<file path="src/hw/smc_macros.svh">
// Build-time bus widths and access timing; every phase count must fit in SMC_CNT_W bits
`ifndef SMC_MACROS_SVH
`define SMC_MACROS_SVH

// ----------------------------------------------------------------------------
// Bus widths
// ----------------------------------------------------------------------------
`define SMC_ADDR_W 32                  // AHB and external address
`define SMC_DATA_W 32                  // AHB and external data
`define SMC_BE_W (`SMC_DATA_W / 8)     // One enable per byte lane

// ----------------------------------------------------------------------------
// Access timing in hclk cycles
// ----------------------------------------------------------------------------
`define SMC_CSLE_CYCLES 1              // Chip select low before strobe
`define SMC_WS_CYCLES 2                // Wait states on top of the 1-cycle strobe
`define SMC_CSTE_CYCLES 1              // Chip select held after strobe, bus float

`define SMC_CNT_W 4                    // Phase down-counter width

// Cycles smc_hready is held low per transfer
// Lead + strobe (WS + 1) + trail + done
`define SMC_ACC_CYCLES (`SMC_CSLE_CYCLES + `SMC_WS_CYCLES + `SMC_CSTE_CYCLES + 2)

`endif

</file>
<file path="src/hw/smc_pkg.sv">
// Shared controller types; widths come from the build-time macros in smc_macros.svh
`default_nettype none

`include "smc_macros.svh"

package smc_pkg;

  // --------------------------------------------------------------------------
  // Data path types
  // --------------------------------------------------------------------------
  typedef logic [`SMC_DATA_W-1:0] smc_word_t;  // One bus word
  typedef logic [`SMC_BE_W-1:0]   smc_be_t;    // Byte enables, active low

  // Transfer size, same coding as hsize
  typedef enum logic [2:0] {
    SIZE_BYTE = 3'b000,
    SIZE_HALF = 3'b001,
    SIZE_WORD = 3'b010
  } smc_size_e;

  // --------------------------------------------------------------------------
  // Access sequencing
  // --------------------------------------------------------------------------
  typedef enum logic [2:0] {
    PH_IDLE   = 3'd0,   // No access
    PH_LEAD   = 3'd1,   // Chip select leading edge
    PH_STROBE = 3'd2,   // Read or write strobe plus wait states
    PH_TRAIL  = 3'd3,   // Chip select trailing edge
    PH_DONE   = 3'd4    // Completing cycle
  } smc_phase_e;

  // One external access as handed from the AHB side to the bus side
  typedef struct packed {
    logic [`SMC_ADDR_W-1:0] addr;    // Byte address
    smc_word_t              wdata;   // Write data, full word lanes
    smc_be_t                n_be;    // Lane enables, active low
    logic                   write;   // 1 write, 0 read
  } smc_req_t;

endpackage : smc_pkg

`default_nettype wire

</file>
<file path="src/hw/smc_ahb_slave.sv">
// AHB-lite slave with OKAY responses only; one access in flight, addresses must be size aligned
`default_nettype none

`include "smc_macros.svh"

module smc_ahb_slave
  import smc_pkg::*;
(
  input  wire logic                   hclk,
  input  wire logic                   rst_n,
  // AHB-lite slave side
  input  wire logic                   hsel,
  input  wire logic [`SMC_ADDR_W-1:0] haddr,
  input  wire logic [1:0]             htrans,
  input  wire logic                   hwrite,
  input  wire smc_size_e              hsize,
  input  wire smc_word_t              hwdata,
  input  wire logic                   hready,      // Muxed bus ready
  // From the access engine
  input  wire smc_word_t              rd_data,
  input  wire logic                   access_done,
  // To the access engine
  output smc_req_t                    req,
  output logic                        req_start,
  // AHB-lite response
  output logic                        smc_hready,
  output smc_word_t                   smc_hrdata
);

  logic                   accept;       // Valid address phase this cycle
  logic                   busy_q;       // Access in flight
  logic                   start_q;      // First data-phase cycle
  logic [`SMC_ADDR_W-1:0] addr_q;
  smc_size_e              size_q;
  logic                   write_q;
  smc_be_t                n_be;

  // NONSEQ (10) and SEQ (11) both have htrans[1] set
  assign accept = hsel & htrans[1] & hready;

  // --------------------------------------------------------------------------
  // Address phase capture
  // --------------------------------------------------------------------------
  always_ff @(posedge hclk or negedge rst_n) begin
    if (!rst_n) begin
      busy_q  <= 1'b0;
      start_q <= 1'b0;
    end else begin
      start_q <= accept;            // Pulse in first data phase
      if (accept)
        busy_q <= 1'b1;             // New transfer wins over the old completion
      else if (access_done)
        busy_q <= 1'b0;
    end
  end

  // Control of the pending transfer
  always_ff @(posedge hclk) begin
    if (accept) begin
      addr_q  <= haddr;
      size_q  <= hsize;
      write_q <= hwrite;
    end
  end

  // --------------------------------------------------------------------------
  // Lane decode from low address bits and size
  // --------------------------------------------------------------------------
  always_comb begin
    n_be = '1;
    case (size_q)
      SIZE_BYTE: n_be[addr_q[1:0]] = 1'b0;     // Single lane
      SIZE_HALF: begin
        if (addr_q[1])
          n_be[3:2] = 2'b00;                   // Upper half
        else
          n_be[1:0] = 2'b00;                   // Lower half
      end
      default:   n_be = '0;                    // Word and anything wider
    endcase
  end

  // Write data joins in the data phase
  assign req = '{addr: addr_q, wdata: hwdata, n_be: n_be, write: write_q};
  assign req_start = start_q;

  // Low from the first data phase until the done cycle
  assign smc_hready = ~busy_q | access_done;
  assign smc_hrdata = rd_data;

  // --------------------------------------------------------------------------
  // Checks
  // --------------------------------------------------------------------------
  // Halfwords on even, words on multiple-of-four addresses
  a_aligned : assert property (@(posedge hclk) disable iff (!rst_n)
    accept |-> (((hsize == SIZE_HALF) -> !haddr[0]) &&
                ((hsize == SIZE_WORD) -> (haddr[1:0] == 2'b00))));

  // Wait state count seen by the master matches the engine timing
  a_ready_len : assert property (@(posedge hclk) disable iff (!rst_n)
    $fell(smc_hready) |-> !smc_hready [*`SMC_ACC_CYCLES] ##1 smc_hready);

endmodule : smc_ahb_slave

`default_nettype wire

</file>
<file path="src/hw/smc_timing_fsm.sv">
// Access phase sequencer; phase counts are build-time constants and must fit SMC_CNT_W bits
`default_nettype none

`include "smc_macros.svh"

module smc_timing_fsm
  import smc_pkg::*;
(
  input  wire logic hclk,
  input  wire logic rst_n,
  input  wire logic req_start,    // Only accepted in idle
  output smc_phase_e phase,
  output logic       access_done
);

  // --------------------------------------------------------------------------
  // Counter loads, one less than the phase length
  // --------------------------------------------------------------------------
  localparam int CNT_W   = `SMC_CNT_W;
  localparam int CSLE    = `SMC_CSLE_CYCLES;
  localparam int WS      = `SMC_WS_CYCLES;
  localparam int CSTE    = `SMC_CSTE_CYCLES;
  localparam int ACC_LEN = `SMC_ACC_CYCLES;

  localparam logic [CNT_W-1:0] CSLE_LD = CNT_W'((CSLE > 0) ? CSLE - 1 : 0);
  localparam logic [CNT_W-1:0] WS_LD   = CNT_W'(WS);          // Strobe is WS + 1 long
  localparam logic [CNT_W-1:0] CSTE_LD = CNT_W'((CSTE > 0) ? CSTE - 1 : 0);

  smc_phase_e       phase_q;
  smc_phase_e       phase_nxt;
  logic [CNT_W-1:0] cnt_q;          // Cycles left in current phase, minus one
  logic [CNT_W-1:0] cnt_nxt;
  logic             cnt_zero;

  assign cnt_zero = (cnt_q == '0);

  // --------------------------------------------------------------------------
  // Next phase and counter load
  // --------------------------------------------------------------------------
  always_comb begin
    phase_nxt = phase_q;
    cnt_nxt   = cnt_q;
    case (phase_q)
      PH_IDLE: begin
        if (req_start) begin
          if (CSLE > 0) begin
            phase_nxt = PH_LEAD;
            cnt_nxt   = CSLE_LD;
          end else begin
            phase_nxt = PH_STROBE;      // No leading edge, strobe at once
            cnt_nxt   = WS_LD;
          end
        end
      end
      PH_LEAD: begin
        if (cnt_zero) begin
          phase_nxt = PH_STROBE;
          cnt_nxt   = WS_LD;
        end else begin
          cnt_nxt = cnt_q - 1'b1;
        end
      end
      PH_STROBE: begin
        if (!cnt_zero) begin
          cnt_nxt = cnt_q - 1'b1;       // Wait states
        end else if (CSTE > 0) begin
          phase_nxt = PH_TRAIL;
          cnt_nxt   = CSTE_LD;
        end else begin
          phase_nxt = PH_DONE;          // No float time
        end
      end
      PH_TRAIL: begin
        if (cnt_zero)
          phase_nxt = PH_DONE;
        else
          cnt_nxt = cnt_q - 1'b1;
      end
      PH_DONE: phase_nxt = PH_IDLE;     // Always one idle cycle after done
      default: phase_nxt = PH_IDLE;
    endcase
  end

  always_ff @(posedge hclk or negedge rst_n) begin
    if (!rst_n) begin
      phase_q <= PH_IDLE;
      cnt_q   <= '0;
    end else begin
      phase_q <= phase_nxt;
      cnt_q   <= cnt_nxt;
    end
  end

  assign phase       = phase_q;
  assign access_done = (phase_q == PH_DONE);    // Single cycle by construction

  // --------------------------------------------------------------------------
  // Checks
  // --------------------------------------------------------------------------
  // Slave must not start a second access while one runs
  a_start_idle : assert property (@(posedge hclk) disable iff (!rst_n)
    req_start |-> (phase_q == PH_IDLE));

  // Exact busy length, then back to idle
  a_acc_len : assert property (@(posedge hclk) disable iff (!rst_n)
    req_start |=> (phase_q != PH_IDLE) [*ACC_LEN] ##1 (phase_q == PH_IDLE));

endmodule : smc_timing_fsm

`default_nettype wire

</file>
<file path="src/hw/smc_strobe_gen.sv">
// External bus driver; all strobes are registered and lag phase by one cycle, 32-bit bus only
`default_nettype none

`include "smc_macros.svh"

module smc_strobe_gen
  import smc_pkg::*;
(
  input  wire logic                   hclk,
  input  wire logic                   rst_n,
  input  wire logic                   req_start,
  input  wire smc_req_t               req,
  input  wire smc_phase_e             phase,
  input  wire smc_word_t              data_smc,    // Read data from memory
  // External memory bus
  output logic [`SMC_ADDR_W-1:0]      smc_addr,
  output smc_word_t                   smc_data,
  output smc_be_t                     smc_n_be,
  output logic                        smc_n_cs,
  output logic                        smc_n_rd,
  output logic                        smc_n_wr,
  output smc_be_t                     smc_n_we,
  output logic                        smc_n_ext_oe,
  // Back to the AHB side
  output smc_word_t                   rd_data
);

  localparam int WS = `SMC_WS_CYCLES;

  smc_req_t  req_q;       // Access being run
  smc_word_t rd_q;
  logic      cs_ph;       // Phase decodes, one cycle ahead of the pins
  logic      rd_ph;
  logic      wr_ph;
  logic      rd_latch;

  always_ff @(posedge hclk) begin
    if (req_start)
      req_q <= req;
  end

  assign cs_ph = (phase == PH_LEAD) | (phase == PH_STROBE) | (phase == PH_TRAIL);
  assign rd_ph = (phase == PH_STROBE) & ~req_q.write;
  assign wr_ph = (phase == PH_STROBE) &  req_q.write;

  // --------------------------------------------------------------------------
  // Registered strobes
  // --------------------------------------------------------------------------
  always_ff @(posedge hclk or negedge rst_n) begin
    if (!rst_n) begin
      smc_n_cs     <= 1'b1;
      smc_n_rd     <= 1'b1;
      smc_n_wr     <= 1'b1;
      smc_n_we     <= '1;
      smc_n_ext_oe <= 1'b1;
    end else begin
      smc_n_cs     <= ~cs_ph;
      smc_n_rd     <= ~rd_ph;
      smc_n_wr     <= ~wr_ph;
      smc_n_we     <= wr_ph ? req_q.n_be : '1;           // Only enabled lanes
      smc_n_ext_oe <= ~(cs_ph & req_q.write);            // Drive data whole CS
    end
  end

  // Address and data hold between accesses, lanes only inside CS
  assign smc_addr = req_q.addr;
  assign smc_data = req_q.wdata;
  assign smc_n_be = smc_n_cs ? '1 : req_q.n_be;

  // --------------------------------------------------------------------------
  // Read capture
  // --------------------------------------------------------------------------
  // Last strobe cycle is the one where phase has already moved on
  assign rd_latch = ~smc_n_rd & (phase != PH_STROBE);

  always_ff @(posedge hclk) begin
    if (rd_latch)
      rd_q <= data_smc;
  end

  // Pass live data when done falls in the last strobe cycle (no trail)
  assign rd_data = rd_latch ? data_smc : rd_q;

  // --------------------------------------------------------------------------
  // Checks
  // --------------------------------------------------------------------------
  a_strobe_in_cs : assert property (@(posedge hclk) disable iff (!rst_n)
    (!smc_n_rd || !smc_n_wr || (smc_n_we != '1)) |-> !smc_n_cs);

  // Read strobe width as configured
  a_rd_width : assert property (@(posedge hclk) disable iff (!rst_n)
    $fell(smc_n_rd) |-> !smc_n_rd [*WS+1] ##1 smc_n_rd);

endmodule : smc_strobe_gen

`default_nettype wire

</file>
<file path="src/hw/smc_lite.sv">
// Static memory controller top; AHB-lite slave to a fixed 32-bit external bus, no config port
`default_nettype none

`include "smc_macros.svh"

module smc_lite
  import smc_pkg::*;
(
  input  wire logic                   hclk,
  input  wire logic                   rst_n,
  // AHB-lite
  input  wire logic                   hsel,
  input  wire logic [`SMC_ADDR_W-1:0] haddr,
  input  wire logic [1:0]             htrans,
  input  wire logic                   hwrite,
  input  wire smc_size_e              hsize,
  input  wire smc_word_t              hwdata,
  input  wire logic                   hready,
  output smc_word_t                   smc_hrdata,
  output logic                        smc_hready,
  // External memory bus
  input  wire smc_word_t              data_smc,
  output logic [`SMC_ADDR_W-1:0]      smc_addr,
  output smc_word_t                   smc_data,
  output smc_be_t                     smc_n_be,
  output logic                        smc_n_cs,
  output logic                        smc_n_wr,
  output smc_be_t                     smc_n_we,
  output logic                        smc_n_rd,
  output logic                        smc_n_ext_oe
);

  // --------------------------------------------------------------------------
  // Internal links
  // --------------------------------------------------------------------------
  smc_req_t   req;            // Access from the AHB side
  logic       req_start;      // Start pulse, first data phase
  smc_phase_e phase;
  logic       access_done;
  smc_word_t  rd_data;

  smc_ahb_slave smc_ahb_slave_i (
    .hclk        (hclk),
    .rst_n       (rst_n),
    .hsel        (hsel),
    .haddr       (haddr),
    .htrans      (htrans),
    .hwrite      (hwrite),
    .hsize       (hsize),
    .hwdata      (hwdata),
    .hready      (hready),
    .rd_data     (rd_data),
    .access_done (access_done),
    .req         (req),
    .req_start   (req_start),
    .smc_hready  (smc_hready),
    .smc_hrdata  (smc_hrdata)
  );

  smc_timing_fsm smc_timing_fsm_i (
    .hclk        (hclk),
    .rst_n       (rst_n),
    .req_start   (req_start),
    .phase       (phase),
    .access_done (access_done)
  );

  smc_strobe_gen smc_strobe_gen_i (
    .hclk         (hclk),
    .rst_n        (rst_n),
    .req_start    (req_start),
    .req          (req),
    .phase        (phase),
    .data_smc     (data_smc),
    .smc_addr     (smc_addr),
    .smc_data     (smc_data),
    .smc_n_be     (smc_n_be),
    .smc_n_cs     (smc_n_cs),
    .smc_n_rd     (smc_n_rd),
    .smc_n_wr     (smc_n_wr),
    .smc_n_we     (smc_n_we),
    .smc_n_ext_oe (smc_n_ext_oe),
    .rd_data      (rd_data)
  );

endmodule : smc_lite

`default_nettype wire

</file>
<file path="config.mk">
export PLATFORM = sky130hd
export DESIGN_NAME = smc_lite
export DESIGN_NICKNAME = d
export VERILOG_FILES = /design/src/hw/smc_pkg.sv /design/src/hw/smc_ahb_slave.sv /design/src/hw/smc_timing_fsm.sv /design/src/hw/smc_strobe_gen.sv /design/src/hw/smc_lite.sv
export VERILOG_INCLUDE_DIRS = /design/src /design/src/hw
export SDC_FILE = /design/constraint.sdc
export NUM_CORES = 1
export LEC_CHECK = 0
export BUFFER_PORTS_ARGS = -buffer_cell sky130_fd_sc_hd__buf_4
export CAP_MARGIN = 0
export CELL_PAD_IN_SITES_DETAIL_PLACEMENT = 0
export CELL_PAD_IN_SITES_GLOBAL_PLACEMENT = 1
export CORE_MARGIN = 2
export CORE_UTILIZATION = 39
export CTS_CLUSTER_DIAMETER = 120
export DETAILED_ROUTE_END_ITERATION = 10
export PLACE_DENSITY = 0.75
export SYNTH_ARGS = -nofsm -noshare
export SYNTH_HDL_FRONTEND = slang
export SYNTH_SLANG_ARGS = --single-unit
</file>
<file path="constraint.sdc">
create_clock -name hclk -period 3.06 [get_ports hclk]
set_input_delay 0.153 -clock hclk [delete_from_list [all_inputs] [get_ports hclk]]
set_output_delay 0.153 -clock hclk [all_outputs]
set_load 0.005 [all_outputs]
</file>
==> results.md, run 1 <==
* Run status: finished, final reports clean
* Post-synthesis cell type count at 37
* Maximum VDD drop at 372.8 uV
* Post-Layout Cell Count at 775
* Seq cells post-synth at 154
* Worst setup endpoint: smc_hrdata[31]
* Top delay family on crit path: buffers and inverters
* Total gr overflow at 0
* Initial core utilization at 0.4029
* Die ar. at 15,430 um2
* Syn_nets at 423
* Worst EP required at 2.91 ns
* Drt drc at 0
* DIE WIDTH at 124.2 um
* GR Util All Layers at 0.1563
* Slew of the pin with the lowest slew margin at 0.8831 ns
* Final cycle utilization of the critical path at 0.7891
* Power Density at 772.7 nW/um2
* Detail Route Antenna Nets at 0
* Std cell rows at 43
* Critical R2R Capture: smc_strobe_gen_i.rd_q[0]
* Vias at 3,356
* Crit. path cell count at 5
* R2r setup slk at 1.24 ns
* CTS Buf Count at 17
* Unrepaired setup endpoints after global routing: false
* CP Capture Type: output pin
* Layout Skew at 0.006384 ns
* DR pass1 iterations at 4
* Critical Path AT at 2.26 ns
* Critical path, cell by cell: nor3b_4, nor2_4, buf_4, mux2_2, buf_4
* Buf+Inv Stages, Crit Path at 2
* Worst-skew pair later-pin latency at 0.41 ns
* Fin Setup TNS at 0 ns
* Min cycle time layout at 2.415 ns
* Detailed Place HPWL at 7705 um
* Synth Area in Simple Gates at 0.03930
* GP Congestion at 0.7504
* LEAKAGE at 3.548 nW
* Largest family of logic cells by synthesized area: buffers and inverters
* Clock sink count at 154
* Multiplexer share of the synthesized area at 0.08570
* Ys Warns at 0
* Placed Cells at 642
* HP Class: in2async
* Ant diodes at 0
* Detailed Route WL at 12,020 um
* Post-cts resize count at 0
* Core area at 13,990 um2
* Max Cap Viol at 0
* Pin count of the biggest net entering global routing at 57
* Die height at 124.2 um
* Syn_area_per_cell at 17.89 um2
* Io pins at 215
* Root buffer cell: clkbuf_16
* Asr flop ratio synth at 0.1104
* Final hold vios at 0
* I/O Buffers at 213
* Share of cells above drive strength 1 at 0.4975
* Crit path max fanout at 32
* Register area share after synthesis at 0.7504
* Slowest-stage cell, CP: buf_4
* Xor-xnor portion of the synthesized cell area at 0.003108
* Post-Syn Instances at 315
* Top FF cell, synth: edfxtp_1
* Startpoint type of the worst setup path: flop
* Netlist Area Pre-Place at 5635 um2
* Slew Limit Fails at 0
* Crit-path max cell delay at 0.49 ns
* Fmax at 0.4141 GHz
* H-tree levels at 4
* Fin nets at 690
* Worst-path clk slew at 0.06 ns
* Most used cell, CP: buf_4
* Utilization after layout at 0.6136
* First-pass GRT wire length at 18,840 um
* Adder-Cell Fraction of Synth Area at 0.004440
* Slew Limit Headroom at 0.4112
* Area grow syn2layout at 52.31%
* Critical path type: reg2out
* Initial antenna violation count at 0
* Post-synth EDFFs at 105
* Post-synthesis compound-gate area fraction at 0.01909
* DRT iter0 DRCs at 92
* Vias per cell at 4.330
* Clk buf depth at 2
* Critical Path Source: smc_timing_fsm_i.phase[1]
* R2R depth at 4
* CTS tree: yes
* Final setup vio count at 0
* Vias in the first global route at 3,657
* Origin of the critical flop-to-flop path: smc_timing_fsm_i.phase[1]
* WL/cell at 15.50 um
-- synth_stat cells, types with 2 or more instances --
| cell | n | share of area |
|---|---|---|
| dfrtp_1 | 9 | 0.040 |
| nand2_1 | 5 | 0.0033 |
| ha_1 | 2 | 0.0044 |
| nand2b_1 | 7 | 0.0078 |
| dfstp_2 | 8 | 0.037 |
| edfxtp_1 | 105 | 0.56 |
| or2_2 | 5 | 0.0056 |
| a22o_1 | 2 | 0.0031 |
| nor2_1 | 4 | 0.0027 |
| mux2_4 | 30 | 0.080 |
| a21oi_1 | 2 | 0.0018 |
| buf_4 | 64 | 0.085 |
| mux2_2 | 2 | 0.0040 |
| inv_1 | 7 | 0.0047 |
| nor3_1 | 3 | 0.0027 |
| nor2b_1 | 2 | 0.0022 |
| dfxtp_1 | 32 | 0.11 |
| a21boi_0 | 2 | 0.0027 |
| buf_6 | 4 | 0.0080 |
| a221o_1 | 2 | 0.0036 |
| o21a_1 | 2 | 0.0027 |
-- report_power, final --
part           internal, mW  switching (mW)  total (mW)  leakage, nW
clock                  1.38           0.798        2.18        0.292
combinational          1.05           0.617        1.67         1.83
sequential             2.61           0.172        2.78         1.42
-- worst min path at each step --
stage / cells after the start / endpoint / from / slack [ns]
floorplan: 0 / smc_ahb_slave_i.busy_q / rst_n / -0.14
global placement: 1 / smc_ahb_slave_i.busy_q / rst_n / 0.03
detailed placement: 1 / smc_ahb_slave_i.busy_q / rst_n / 0.03
CTS: 2 / smc_ahb_slave_i.busy_q / rst_n / 0.13
global route: 2 / smc_timing_fsm_i.cnt_q[1] / rst_n / 0.15
finish: 2 / smc_timing_fsm_i.cnt_q[1] / rst_n / 0.14
-- timing repair --
| action | in CTS | in global routing |
|---|---|---|
| buffers inserted | 0 | 0 |
| endpoints found under the hold margin | 117 | 0 |
| hold buffers | 101 | 0 |
-- flip-flops by register name (all words and copies together), names as in the netlist --
signal / count
smc_strobe_gen_i.smc_n_wr: 1
smc_strobe_gen_i.smc_data: 32
smc_ahb_slave_i.write_q: 1
smc_strobe_gen_i.smc_n_cs: 1
smc_strobe_gen_i.req_q: 5
smc_ahb_slave_i.size_q: 3
smc_ahb_slave_i.addr_q: 32
smc_strobe_gen_i.smc_n_rd: 1
smc_ahb_slave_i.req_start: 1
smc_timing_fsm_i.cnt_q: 4
smc_strobe_gen_i.rd_q: 32
smc_strobe_gen_i.smc_addr: 32
smc_strobe_gen_i.smc_n_we: 4
smc_timing_fsm_i.phase: 3
smc_strobe_gen_i.smc_n_ext_oe: 1
smc_ahb_slave_i.busy_q: 1
-- layout by cell type, fill, tap and decap left out, types with 3 or more instances in the layout --
master | netlist | final
dfrtp_1 | 9 | 8
dfstp_2 | 8 | 8
clkinv_2 | 0 | 3
edfxtp_1 | 105 | 105
nand2b_1 | 7 | 7
dlygate4sd3_1 | 0 | 101
nand2_1 | 5 | 5
nor3_1 | 3 | 3
dfxtp_1 | 32 | 32
inv_1 | 7 | 7
nor2_1 | 4 | 4
mux2_4 | 30 | 30
or2_2 | 5 | 5
clkinvlp_4 | 0 | 4
buf_4 | 64 | 215
clkbuf_16 | 0 | 17
bufinv_16 | 0 | 4
-- area by class of cell --
class	instances	area [um2]
Clock buffer	20	446.7
Clock inverter	12	173.9
Fill cell	1013	5405
Inverter	7	26.28
Multi-Input combinational cell	86	855.8
Sequential cell	154	4230
Tap cell	180	225.2
Timing Repair Buffer	316	2625
-- through the flow --
stage               area, um2  worst slack, ns  total power [mW]  hold WS [ns]
floorplan                5635           0.5432             3.655       -0.1426
global placement         6952            1.129             4.315       0.02916
detailed placement       6952            1.085             4.358       0.02719
CTS                      8583           0.6370             6.656        0.1294
global route             8583           0.5666             6.915        0.1513
finish                   8583           0.6453             6.632        0.1420
-- kinds of logic (layout without fill, tap and decap cells) --
kind of cell,Yosys count,in the layout
buffers and inverters,75,355
xor gates and xnor gates,2,2
AOI/OAI and AO/OA,14,14
muxes,33,33
adders and majority gates,2,2
DFF,154,154
and+or+nand+nor,35,35
-- metal layers --
metal	global-route usage	share of wire
met5	0	0
met1	0.1702	0.39
met4	0.08196	0.028
met2	0.2755	0.53
met3	0.04475	0.058
Note: power is estimated with default switching activity, not from simulation.
==> run 2, diff against run 1 <==
Clock period 3.06 ns to 2.5 ns, I/O delays scaled along.
==> run 2 against run 1 <==
Compared with the run above: utilization is 0.23 points higher; flip-flop and latch count stayed put; sequential share of layout area is 0.19 points lower; non-clock buffer count stayed put; register-to-register slack worse by 0.51 ns; critical path depth stayed put; cell count stayed put.
==> results.md, run 2 (synthesis results as in run 1) <==
* Run status: finished, final reports clean
* Fin nets at 690 (unchanged)
* WL/cell at 15.41 um (-0.60%)
* Register area at 4230 um2 (unchanged)
* I/O Buffers at 213 (unchanged)
* Fmax at 0.4722 GHz
* Top Metal Used: met4
* Pin count of the biggest net entering global routing at 65 (+14%)
* Slew Limit Fails at 0 (unchanged)
* WL met2 at 6392 um (+1.2%)
* Post-CTS setup buffers at 0 (unchanged)
* Vias in the first global route at 3,564 (-2.5%)
* Critical path, cell by cell: nor3b_4, nor2_4, buf_12, mux2_2, buf_4
* Wl on met1 at 4518 um (-3.2%)
* Vias at 3,337 (-0.57%)
* Initial core utilization at 0.4029 (unchanged)
* First-pass GRT wire length at 18,920 um (+0.40%)
* Unrepaired setup endpoints after global routing: false
* Worst-skew pair later-pin latency at 0.41 ns (about the same)
* Initial antenna violation count at 0 (unchanged)
* Crit path max fanout at 32 (unchanged)
* DR pass1 iterations at 4 (unchanged)
* Area grow syn2layout at 52.89%
* CTS tree: yes
* HP Class: in2async
* Commonest non-fill, non-tap cell in the layout: buf_4
* Std cell rows at 43 (unchanged)
* Vias per cell at 4.306 (-0.57%)
* Multi-input gate area at 855.8 um2 (unchanged)
* Final cycle utilization of the critical path at 0.8472
* Utilization after layout at 0.6159 (+0.002325)
* Startpoint type of the worst setup path: flop
* Min cycle time layout at 2.118 ns
* Slowest-stage cell, CP: dfrtp_1
* CP Capture Type: output pin
* Layout Skew at 0.006068 ns (-0.0003156 ns)
* Max Cap Viol at 0 (unchanged)
* Place WS at 0.7398 ns (-0.3454 ns)
* Fin Setup TNS at 0 ns (unchanged)
* Buf+Inv Stages, Crit Path at 2 (unchanged)
* Ant diodes at 0 (unchanged)
* Detailed Route WL at 11,940 um (-0.60%)
* Most frequent cells in the layout: buf_4, edfxtp_1, dlygate4sd3_1
* Die height at 124.2 um (unchanged)
* Crit-path max cell delay at 0.47 ns (-0.02 ns)
* Maximum VDD drop at 496.2 uV (+33%)
* WHS at 0.1222 ns (-0.01986 ns)
* Die ar. at 15,430 um2 (unchanged)
* GR Util All Layers at 0.1588 (+0.002446)
* DRT iter0 DRCs at 95 (+3.3%)
* Root buffer cell: clkbuf_16
* Count of hold-fix buffers inserted at cts at 101 (unchanged)
* Power Density at 936.4 nW/um2 (+21%)
* Io pins at 215 (unchanged)
* Drt drc at 0 (unchanged)
* Share of cells above drive strength 1 at 0.4975 (unchanged)
* Slew of the pin with the lowest slew margin at 0.8796 ns (-0.003498 ns)
* DIE WIDTH at 124.2 um (unchanged)
* R2r setup slk at 0.73 ns (-0.51 ns)
* Detailed Place HPWL at 7627 um (-1.0%)
* Top delay family on crit path: flip-flops
* H-tree levels at 4 (unchanged)
* Critical Path AT at 1.99 ns (-0.27 ns)
* LEAKAGE at 3.577 nW (+0.84%)
* Clk buf depth at 2 (unchanged)
* Final hold vios at 0 (unchanged)
* Clock sink count at 154 (unchanged)
* Worst-path clk slew at 0.06 ns (about the same)
* Total gr overflow at 0 (unchanged)
* Final setup vio count at 0 (unchanged)
* Critical path type: reg2out
* Core area at 13,990 um2 (unchanged)
* FILL cells at 1,029 (+1.6%)
* CTS Buf Count at 17 (unchanged)
* Slew Limit Headroom at 0.4136 (+0.002332)
* Post-cts resize count at 0 (unchanged)
* GP Congestion at 0.7631 (+1.7%)
* Final worst slack at 0.3820 ns (-0.2633 ns)
* WL met3 at 753 um (+8.7%)
* Detail Route Antenna Nets at 0 (unchanged)
* Worst EP required at 2.38 ns (-0.53 ns)
run 2: cell types whose count changed in the layout (fill, tap and decap cells not counted), sizes merged:
cell      change
clkinvlp      -4
clkinv        -1
bufinv        -3
inv           +4
clkbuf        +4
run 2: per-layer routing:
metal | up-vias | global-route usage
li1 | 1596 | -
met1 | 1589 | 0.1735
met2 | 130 | 0.2758
met3 | 22 | 0.05551
met4 | 0 | 0.07469
met5 | - | 0
run 2: worst paths after layout:
kind | from | endpoint | cells past startpoint
max in group asynchronous | rst_n | smc_strobe_gen_i.smc_n_ext_oe | 2
min reg2reg | smc_strobe_gen_i.req_q[0] | smc_strobe_gen_i.smc_n_ext_oe | 1
max | smc_timing_fsm_i.phase[1] | smc_hrdata[31] | 5
max reg2reg | smc_timing_fsm_i.cnt_q[0] | smc_timing_fsm_i.cnt_q[0] | 5
min in group hclk | smc_strobe_gen_i.req_q[0] | smc_strobe_gen_i.smc_n_ext_oe | 1
min | rst_n | smc_timing_fsm_i.cnt_q[1] | 2
run 2: report_power, final:
| group | leakage, nW | switching (mW) | internal [mW] |
|---|---|---|---|
| combinational | 1.84 | 0.735 | 1.30 |
| clock | 0.316 | 0.976 | 1.66 |
| sequential | 1.42 | 0.204 | 3.19 |
| total | 3.58 | 1.92 | 6.15 |
run 2: cell type report:
type | count | share of cell area
Sequential cell | 154 | 0.4910
Timing Repair Buffer | 316 | 0.3076
Multi-Input combinational cell | 86 | 0.09933
Clock buffer | 24 | 0.06462
Tap cell | 180 | 0.02614
Clock inverter | 8 | 0.008278
Inverter | 7 | 0.003050
run 2: worst register-to-register path, cell delays in order (launching register included):
cell	delay [ns]
dfrtp_1	0.43
inv_1	0.11
ha_1	0.18
or3b_2	0.50
mux2i_1	0.14
a221o_1	0.29
run 2: stage by stage:
stage,cells,power (mW),instance area (um2)
4_1_cts,775,8.132,8616
5_1_grt,775,8.470,8616
3_5_place_dp,642,5.341,6977
6_report,775,8.068,8616
2_1_floorplan,315,4.473,5637
3_3_place_gp,642,5.290,6977
